===== config.mk =====
export PLATFORM = sky130hd
export DESIGN_NAME = bulk_telemetry
export DESIGN_NICKNAME = d
export VERILOG_FILES = /design/src/design/usb_status_pkg.sv /design/src/design/telemetry_pkg.sv /design/src/design/telemetry_capture.sv /design/src/design/telemetry_fifo.sv /design/src/design/record_serializer.sv /design/src/design/bulk_in_select.sv /design/src/design/bulk_telemetry.sv
export SDC_FILE = /design/constraint.sdc
export NUM_CORES = 1
export LEC_CHECK = 0
export BUFFER_PORTS_ARGS = -buffer_cell sky130_fd_sc_hd__buf_2
export CELL_PAD_IN_SITES_DETAIL_PLACEMENT = 0
export CELL_PAD_IN_SITES_GLOBAL_PLACEMENT = 2
export CORE_UTILIZATION = 50
export CTS_BUF_LIST = sky130_fd_sc_hd__clkbuf_4 sky130_fd_sc_hd__clkbuf_8 sky130_fd_sc_hd__clkbuf_16
export DETAILED_ROUTE_END_ITERATION = 8
export HOLD_SLACK_MARGIN = 0.03
export PLACE_DENSITY_LB_ADDON = 0.2
export SYNTH_ARGS = -nofsm -noshare
export SYNTH_HDL_FRONTEND = slang
export SYNTH_SLANG_ARGS = --single-unit

===== constraint.sdc =====
create_clock -name clock -period 6.1 [get_ports clock]
set_clock_uncertainty 0.1 [all_clocks]
set_input_delay 0.915 -clock clock [delete_from_list [all_inputs] [get_ports clock]]
set_output_delay 0.915 -clock clock [all_outputs]
set_load 0.01 [all_outputs]

===== src/design/usb_status_pkg.sv =====
package usb_status_pkg;

  // Device state as reported by the protocol engine
  typedef enum logic [3:0] {
    USB_POWERED    = 4'h0,
    USB_DEFAULT    = 4'h1,
    USB_ADDRESS    = 4'h2,
    USB_CONFIGURED = 4'h3,
    USB_SUSPENDED  = 4'h4
  } usb_state_e;

  // Control endpoint transfer phase
  typedef enum logic [3:0] {
    CTL_IDLE     = 4'h0,
    CTL_SETUP    = 4'h1,
    CTL_DATA_IN  = 4'h2,
    CTL_DATA_OUT = 4'h3,
    CTL_STATUS   = 4'h4
  } ctl_state_e;

  // Live protocol snapshot of 17 bits
  typedef struct packed {
    logic       crc_error;
    usb_state_e usb_state;
    ctl_state_e ctl_state;
    logic [7:0] blk_state;
  } usb_status_t;

endpackage


===== src/design/telemetry_pkg.sv =====
package telemetry_pkg;

  // Framing of the record stream
  localparam int FRAME_RECORDS    = 8;
  localparam int BYTES_PER_RECORD = 3;

  // Endpoint number that addresses the telemetry stream
  localparam logic [3:0] TELEM_ENDPOINT = 4'd2;

  // 64 records by default
  localparam int FIFO_ABITS_DEFAULT = 6;

  // One captured status change
  typedef struct packed {
    logic                        last;
    usb_status_pkg::usb_status_t status;
  } telem_rec_t;

  // One byte on the stream toward the USB transmitter
  typedef struct packed {
    logic       last;
    logic [7:0] data;
  } byte_beat_t;

endpackage


===== src/design/telemetry_capture.sv =====
`timescale 1ns/1ps

module telemetry_capture (
  input  logic                        clock,
  input  logic                        reset,

  input  logic                        usb_enum_i,
  input  usb_status_pkg::usb_status_t status_i,

  output logic                        rec_valid_o,
  output telemetry_pkg::telem_rec_t   rec_o,
  input  logic                        rec_ready_i
);

  localparam int CBITS = $clog2(telemetry_pkg::FRAME_RECORDS);

  usb_status_pkg::usb_status_t prev_q;
  logic [CBITS-1:0]            count_q;
  logic                        rec_fire;

  // A change is judged against last cycle's snapshot
  assign rec_valid_o = usb_enum_i && (status_i != prev_q);
  assign rec_fire    = rec_valid_o && rec_ready_i;

  assign rec_o.status = status_i;
  assign rec_o.last   = (count_q == CBITS'(telemetry_pkg::FRAME_RECORDS - 1));

  always_ff @(posedge clock) begin
    if (reset) begin
      prev_q <= '0;
    end else begin
      prev_q <= status_i;
    end
  end

  // Counts records within a frame and wraps after the eighth
  always_ff @(posedge clock) begin
    if (reset) begin
      count_q <= '0;
    end else if (rec_fire) begin
      count_q <= count_q + 1'b1;
    end
  end

  // Dropped changes must not shift the framing
  a_count_on_fire: assert property (
    @(posedge clock) disable iff (reset)
    !rec_fire |=> $stable(count_q)
  ) else $error("record counter moved without a FIFO handshake");

endmodule


===== src/design/telemetry_fifo.sv =====
`timescale 1ns/1ps

module telemetry_fifo #(
  parameter int ABITS = telemetry_pkg::FIFO_ABITS_DEFAULT
) (
  input  logic                      clock,
  input  logic                      reset,

  input  logic                      wr_valid_i,
  input  telemetry_pkg::telem_rec_t wr_rec_i,
  output logic                      wr_ready_o,

  output logic                      rd_valid_o,
  output telemetry_pkg::telem_rec_t rd_rec_o,
  input  logic                      rd_ready_i,

  output logic [ABITS:0]            level_o
);

  localparam logic [ABITS:0] DEPTH = {1'b1, {ABITS{1'b0}}};

  telemetry_pkg::telem_rec_t mem [2**ABITS];

  logic [ABITS:0]            wr_ptr_q;
  logic [ABITS:0]            rd_ptr_q;
  logic [ABITS:0]            level_q;
  logic [ABITS:0]            ram_used;
  logic                      ram_empty;
  logic                      out_valid_q;
  telemetry_pkg::telem_rec_t out_rec_q;
  logic                      wr_fire;
  logic                      rd_fire;
  logic                      load;

  // Level covers the RAM and the output register together
  assign wr_ready_o = (level_q != DEPTH);
  assign wr_fire    = wr_valid_i && wr_ready_o;
  assign rd_fire    = out_valid_q && rd_ready_i;

  assign ram_used  = wr_ptr_q - rd_ptr_q;
  assign ram_empty = (ram_used == '0);

  // Refill the output register when it is empty or being drained
  assign load = !ram_empty && (!out_valid_q || rd_ready_i);

  assign rd_valid_o = out_valid_q;
  assign rd_rec_o   = out_rec_q;
  assign level_o    = level_q;

  always_ff @(posedge clock) begin
    if (reset) begin
      wr_ptr_q    <= '0;
      rd_ptr_q    <= '0;
      level_q     <= '0;
      out_valid_q <= 1'b0;
    end else begin
      if (wr_fire) begin
        wr_ptr_q <= wr_ptr_q + 1'b1;
      end
      if (load) begin
        rd_ptr_q <= rd_ptr_q + 1'b1;
      end
      case ({wr_fire, rd_fire})
        2'b10:   level_q <= level_q + 1'b1;
        2'b01:   level_q <= level_q - 1'b1;
        default: level_q <= level_q;
      endcase
      if (load) begin
        out_valid_q <= 1'b1;
      end else if (rd_fire) begin
        out_valid_q <= 1'b0;
      end
    end
  end

  always_ff @(posedge clock) begin
    if (wr_fire) begin
      mem[wr_ptr_q[ABITS-1:0]] <= wr_rec_i;
    end
    if (load) begin
      out_rec_q <= mem[rd_ptr_q[ABITS-1:0]];
    end
  end

  a_no_write_full: assert property (
    @(posedge clock) disable iff (reset)
    wr_fire |-> (ram_used < DEPTH)
  ) else $error("write into a full record RAM");

  // Level stays in range and matches what is actually held
  a_level_bound: assert property (
    @(posedge clock) disable iff (reset)
    (level_q <= DEPTH) && (level_q == ram_used + out_valid_q)
  ) else $error("FIFO level out of range or out of step with pointers");

endmodule


===== src/design/record_serializer.sv =====
`timescale 1ns/1ps

module record_serializer (
  input  logic                      clock,
  input  logic                      reset,

  input  logic                      rec_valid_i,
  input  telemetry_pkg::telem_rec_t rec_i,
  output logic                      rec_ready_o,

  output logic                      beat_valid_o,
  output telemetry_pkg::byte_beat_t beat_o,
  input  logic                      beat_ready_i
);

  localparam int IBITS = $clog2(telemetry_pkg::BYTES_PER_RECORD);

  typedef enum logic [IBITS-1:0] {
    BYTE0,
    BYTE1,
    BYTE2
  } byte_idx_e;

  byte_idx_e                 idx_q;
  logic                      hold_valid_q;
  telemetry_pkg::telem_rec_t hold_rec_q;
  logic                      beat_fire;
  logic                      rec_done;
  logic                      rec_fire;

  assign beat_valid_o = hold_valid_q;
  assign beat_fire    = beat_valid_o && beat_ready_i;
  assign rec_done     = beat_fire && (idx_q == BYTE2);

  // Next record may enter as the last byte of the current one leaves
  assign rec_ready_o = !hold_valid_q || rec_done;
  assign rec_fire    = rec_valid_i && rec_ready_o;

  always_comb begin
    beat_o.last = 1'b0;
    case (idx_q)
      BYTE0: beat_o.data = hold_rec_q.status.blk_state;
      BYTE1: beat_o.data = {hold_rec_q.status.usb_state, hold_rec_q.status.ctl_state};
      default: begin
        beat_o.data = {7'b0, hold_rec_q.status.crc_error};
        beat_o.last = hold_rec_q.last;
      end
    endcase
  end

  always_ff @(posedge clock) begin
    if (reset) begin
      hold_valid_q <= 1'b0;
      idx_q        <= BYTE0;
    end else begin
      if (rec_fire) begin
        hold_valid_q <= 1'b1;
      end else if (rec_done) begin
        hold_valid_q <= 1'b0;
      end
      if (beat_fire) begin
        case (idx_q)
          BYTE0:   idx_q <= BYTE1;
          BYTE1:   idx_q <= BYTE2;
          default: idx_q <= BYTE0;
        endcase
      end
    end
  end

  always_ff @(posedge clock) begin
    if (rec_fire) begin
      hold_rec_q <= rec_i;
    end
  end

  // Stalled byte must not move
  a_beat_stable: assert property (
    @(posedge clock) disable iff (reset)
    beat_valid_o && !beat_ready_i |=> beat_valid_o && $stable(beat_o)
  ) else $error("byte changed while stalled");

endmodule


===== src/design/bulk_in_select.sv =====
`timescale 1ns/1ps

module bulk_in_select (
  input  logic                      clock,
  input  logic                      reset,

  input  logic                      usb_enum_i,
  input  logic                      start_i,
  input  logic                      select_i,
  input  logic [3:0]                endpt_i,

  input  logic                      beat_valid_i,
  input  telemetry_pkg::byte_beat_t beat_i,
  output logic                      beat_ready_o,

  output logic                      m_valid_o,
  output telemetry_pkg::byte_beat_t m_beat_o,
  input  logic                      m_ready_i
);

  logic sel_q;
  logic qualify;
  logic frame_end;

  // IN token addressed to the telemetry endpoint
  assign qualify = usb_enum_i && start_i && select_i &&
                   (endpt_i == telemetry_pkg::TELEM_ENDPOINT);

  assign m_valid_o    = sel_q && beat_valid_i;
  assign beat_ready_o = sel_q && m_ready_i;
  assign m_beat_o     = beat_i;

  assign frame_end = m_valid_o && m_ready_i && m_beat_o.last;

  always_ff @(posedge clock) begin
    if (reset) begin
      sel_q <= 1'b0;
    end else if (qualify) begin
      sel_q <= 1'b1;
    end else if (frame_end) begin
      sel_q <= 1'b0;
    end
  end

  // Stream only opens after a qualifying token
  a_idle_quiet: assert property (
    @(posedge clock) disable iff (reset)
    !sel_q && !qualify |=> !m_valid_o
  ) else $error("byte offered without endpoint select");

endmodule


===== src/design/bulk_telemetry.sv =====
`timescale 1ns/1ps

module bulk_telemetry #(
  parameter int FIFO_ABITS = telemetry_pkg::FIFO_ABITS_DEFAULT
) (
  input  logic                        clock,
  input  logic                        reset,

  input  logic                        usb_enum_i,
  input  usb_status_pkg::usb_status_t status_i,

  input  logic                        start_i,
  input  logic                        select_i,
  input  logic [3:0]                  endpt_i,

  output logic                        m_valid_o,
  output telemetry_pkg::byte_beat_t   m_beat_o,
  input  logic                        m_ready_i,

  output logic [FIFO_ABITS:0]         level_o
);

  // Capture to FIFO
  logic                      cap_valid;
  telemetry_pkg::telem_rec_t cap_rec;
  logic                      cap_ready;

  // FIFO to serializer
  logic                      fifo_valid;
  telemetry_pkg::telem_rec_t fifo_rec;
  logic                      fifo_ready;

  // Serializer to endpoint select
  logic                      ser_valid;
  telemetry_pkg::byte_beat_t ser_beat;
  logic                      ser_ready;

  telemetry_capture u_capture0 (
    .clock       (clock),
    .reset       (reset),
    .usb_enum_i  (usb_enum_i),
    .status_i    (status_i),
    .rec_valid_o (cap_valid),
    .rec_o       (cap_rec),
    .rec_ready_i (cap_ready)
  );

  telemetry_fifo #(
    .ABITS (FIFO_ABITS)
  ) u_fifo0 (
    .clock      (clock),
    .reset      (reset),
    .wr_valid_i (cap_valid),
    .wr_rec_i   (cap_rec),
    .wr_ready_o (cap_ready),
    .rd_valid_o (fifo_valid),
    .rd_rec_o   (fifo_rec),
    .rd_ready_i (fifo_ready),
    .level_o    (level_o)
  );

  record_serializer u_serializer0 (
    .clock        (clock),
    .reset        (reset),
    .rec_valid_i  (fifo_valid),
    .rec_i        (fifo_rec),
    .rec_ready_o  (fifo_ready),
    .beat_valid_o (ser_valid),
    .beat_o       (ser_beat),
    .beat_ready_i (ser_ready)
  );

  bulk_in_select u_select0 (
    .clock        (clock),
    .reset        (reset),
    .usb_enum_i   (usb_enum_i),
    .start_i      (start_i),
    .select_i     (select_i),
    .endpt_i      (endpt_i),
    .beat_valid_i (ser_valid),
    .beat_i       (ser_beat),
    .beat_ready_o (ser_ready),
    .m_valid_o    (m_valid_o),
    .m_beat_o     (m_beat_o),
    .m_ready_i    (m_ready_i)
  );

endmodule


==> run metrics <==
final setup margin 1635 ps; worst hold path class flip-flop to flip-flop; Worst path max stage delay 840 ps; PwrDens 397.3 nW/um^2; Core Footprint 95010 sq um; setup violators final 0; kind of critical path flip-flop to flip-flop; sequential-to-total area share from yosys stat 76.38%; hold_buf cts 0; Die Span X 311.6 um; unique cell type count in the Yosys netlist 59; Hold Slack 319.3 ps; crit end category flip-flop; RSZ-0062 raised after global routing false; worst relative slew slack 11.87%; die area 97070 sq um; total global routing overflow 0; Final Hold Viols 0; clock latency on the worst-skew pair 740 ps; setup TNS 0 ps; vias in the first global route 23620; Syn Area/Cell 20.60 sq um; YS warnings 0; Worst Path Required 6350 ps; post_cts resized 0; wire per inst 33.48 um; dpl hpwl 79090 um; post-synthesis compound-gate area fraction 1.985%; H-tree Lvls 4; DRC viols 0; Max-cap violations 0; Buffers & Inverters on Critical Path 3; Clock Path Buffers 3; DP Worst Slack 1016 ps; post-synthesis simple-gate area fraction 3.935%; Util after Layout 57.02%; Post-Synth XOR/XNOR Area 0.5850%; Clk network pwr share 37.7%; Mapped Area 47910 sq um; proportion of synthesized area in mux cells 15.22%; Sw Pwr 5.613 mW; Vias 24000; syn nets 2366; CTS sink cnt 1234; Cells after Synth 2326; internal power 15.91 mW; Seq pwr share 45.3%; NumNets Final 2496; DRT Pass-1 Iters 5; setup repair bufs after CTS 0; Post-synth EDFFs 1188; Comb pwr share 17.0%; Die Height 311.6 um; # IOs 44; outcome complete, no violations; CP Cell Sequence xor2_1 > nor4_1 > buf_4 > nand4_1 > o211a_1 > buf_4 > nand4_1 > buf_4 > nor2_2; CTS tree built; switch share 26.08%; Period minus WS final 4465 ps; Worst VDD drop 0.0002811 V; Post-synth ARST share 0%; gpl congestion 0.8974; Post-DP Area 49750 sq um; Site Rows 113; CP most frequent cell buf_4; largest family of logic cells by synthesized area multiplexers; Max Transition Viols Final 0; Layout area overhead 13.06%; largest net degree at the start of global routing 81; highest fanout seen on the critical path 18; leakage 17.18 nW; Tightest Pin Transition 1319 ps; Final Cycle Share 73.19%; f_max 224.0 MHz; Initial Utilization 50.43%; GRT Util Overall 26.81%; I/O Buffers 43; cts bufs inserted 131; DR iter-0 viols 3136; ys flop type edfxtp_1; global-route wire length before repair 180100 um; remaining antenna violation count 0; initial antenna violation count 7; crit path max-delay cell type nor2_2; Clock transition at path regs 60 ps; Total Routed Length 128000 um; cell area after layout 54170 sq um; Worst EP arrival 4720 ps; Yosys reg bits 1234; startpoint types flip-flop; share of layout cells above drive strength 1 27.33%; clock root cell clkbuf_16; adder-cell share of the synthesized area 0.3395%; FILL cells 7079; crit-path leading delay family simple AND/OR/NAND/NOR gates; DR vias/cell 6.276
==> final timing paths <==
path	start	to	slack, ps	cells past startpoint
worst max-delay path	u_capture0.prev_q[3]$_SDFF_PP0_	u_fifo0.mem[10][3]$_DFFE_PP_	1640	9
worst min-delay path	u_fifo0.rd_rec_o[6]$_DFFE_PP_	u_serializer0.hold_rec_q[6]$_DFFE_PP_	320	0
worst max register to register	u_capture0.prev_q[3]$_SDFF_PP0_	u_fifo0.mem[10][3]$_DFFE_PP_	1640	9
worst min register to register	u_fifo0.rd_rec_o[6]$_DFFE_PP_	u_serializer0.hold_rec_q[6]$_DFFE_PP_	320	0
==> cell usage after synthesis (all sizes together) (5+ instances only) <==
| cell type | n | area [sq um] |
|---|---|---|
| a21oi | 20 | 103.9 |
| a22oi | 49 | 367.9 |
| a31oi | 5 | 31.28 |
| a32oi | 11 | 96.34 |
| and2 | 5 | 31.28 |
| buf | 77 | 534.3 |
| clkbuf | 42 | 157.7 |
| dfxtp | 46 | 920.9 |
| edfxtp | 1188 | 35670 |
| ha | 13 | 162.7 |
| inv | 13 | 48.79 |
| mux2 | 9 | 101.4 |
| mux2i | 48 | 480.5 |
| mux4 | 298 | 6711 |
| nand2 | 66 | 247.7 |
| nand2b | 8 | 50.05 |
| nand3 | 33 | 170.2 |
| nand4 | 10 | 62.56 |
| nor2 | 225 | 849.6 |
| nor2b | 23 | 143.9 |
| nor3 | 21 | 110.1 |
| nor4 | 5 | 31.28 |
| o21ai | 18 | 93.84 |
| o22ai | 19 | 118.9 |
| or3 | 6 | 37.54 |
| xnor2 | 11 | 96.34 |
| xor2 | 21 | 183.9 |
==> layer usage <==
layer / vias up / routed length [um] / global-route usage (%)
met5: - / 13 / 0
met4: 2 / 3902 / 9.001
met3: 191 / 10500 / 5.258
met2: 1158 / 59750 / 40.81
met1: 12830 / 53850 / 39.19
li1: 9820 / - / -
==> final cells by class <==
| class | count | area [sq um] | area share, % |
|---|---|---|---|
| Sequential cell | 1234 | 36610 | 67.58 |
| Multi-Input combinational cell | 959 | 10690 | 19.74 |
| Clock buffer | 162 | 3606 | 6.657 |
| Tap cell | 1265 | 1583 | 2.922 |
| Timing Repair Buffer | 116 | 813.3 | 1.501 |
| Clock inverter | 73 | 810.8 | 1.497 |
| Inverter | 14 | 52.55 | 0.09701 |
| Antenna cell | 1 | 2.502 | 0.004619 |
==> metrics by stage <==
stage	total power [mW]	instances
after detailed placement	13.60	3588
after CTS	21.62	3823
after global placement	13.58	3588
after floorplan	12.28	2326
after global routing	22.12	3824
final	21.52	3824
==> state kept, by name (all words and copies together), names as in the netlist <==
| signal | flops |
|---|---|
| u_serializer0.idx_q | 2 |
| u_fifo0.rd_ptr_q | 7 |
| u_fifo0.rd_valid_o | 1 |
| u_serializer0.hold_rec_q | 18 |
| u_capture0.prev_q | 17 |
| u_fifo0.level_o | 7 |
| u_fifo0.mem | 1152 |
| u_select0.sel_q | 1 |
| u_serializer0.beat_valid_o | 1 |
| u_fifo0.wr_ptr_q | 7 |
| u_fifo0.rd_rec_o | 18 |
| u_capture0.count_q | 3 |
==> cell usage in the layout, fill, tap and decap left out, drive strengths merged, types with 23 or more instances in the layout <==
| cell type | count |
|---|---|
| edfxtp | 1188 |
| nor2b | 23 |
| clkbuf | 162 |
| nand3 | 33 |
| mux4 | 298 |
| clkinv | 50 |
| nand2 | 66 |
| a22oi | 49 |
| buf | 116 |
| dfxtp | 46 |
| nor2 | 225 |
| mux2i | 48 |
==> cells by family (layout without fill, tap and decap cells) <==
logic type / Yosys count / in the layout
other cells: 0 / 1
compound gates: 139 / 139
buf+inv: 133 / 365
flops: 1234 / 1234
fa+ha+maj: 13 / 13
mux: 355 / 355
xor+xnor: 32 / 32
simple gates: 420 / 420
==> power groups by stage <==
stage / Clock (mW) / Sequential (mW) / Combinational, mW
final: 8.11 / 9.75 / 3.66
after CTS: 8.19 / 9.76 / 3.67
after global placement: 0 / 9.93 / 3.65
after floorplan: 0 / 9.78 / 2.50
after global routing: 8.50 / 9.78 / 3.84
after detailed placement: 0 / 9.93 / 3.66
==> worst register-to-register path, stage by stage (launching register included) <==
cell and delay (ps):
dfxtp_1 320, xor2_1 390, nor4_1 200, buf_4 200
nand4_1 120, o211a_1 370, buf_4 260, nand4_1 790
buf_4 470, nor2_2 840
Note: power is estimated with default switching activity, not from simulation.
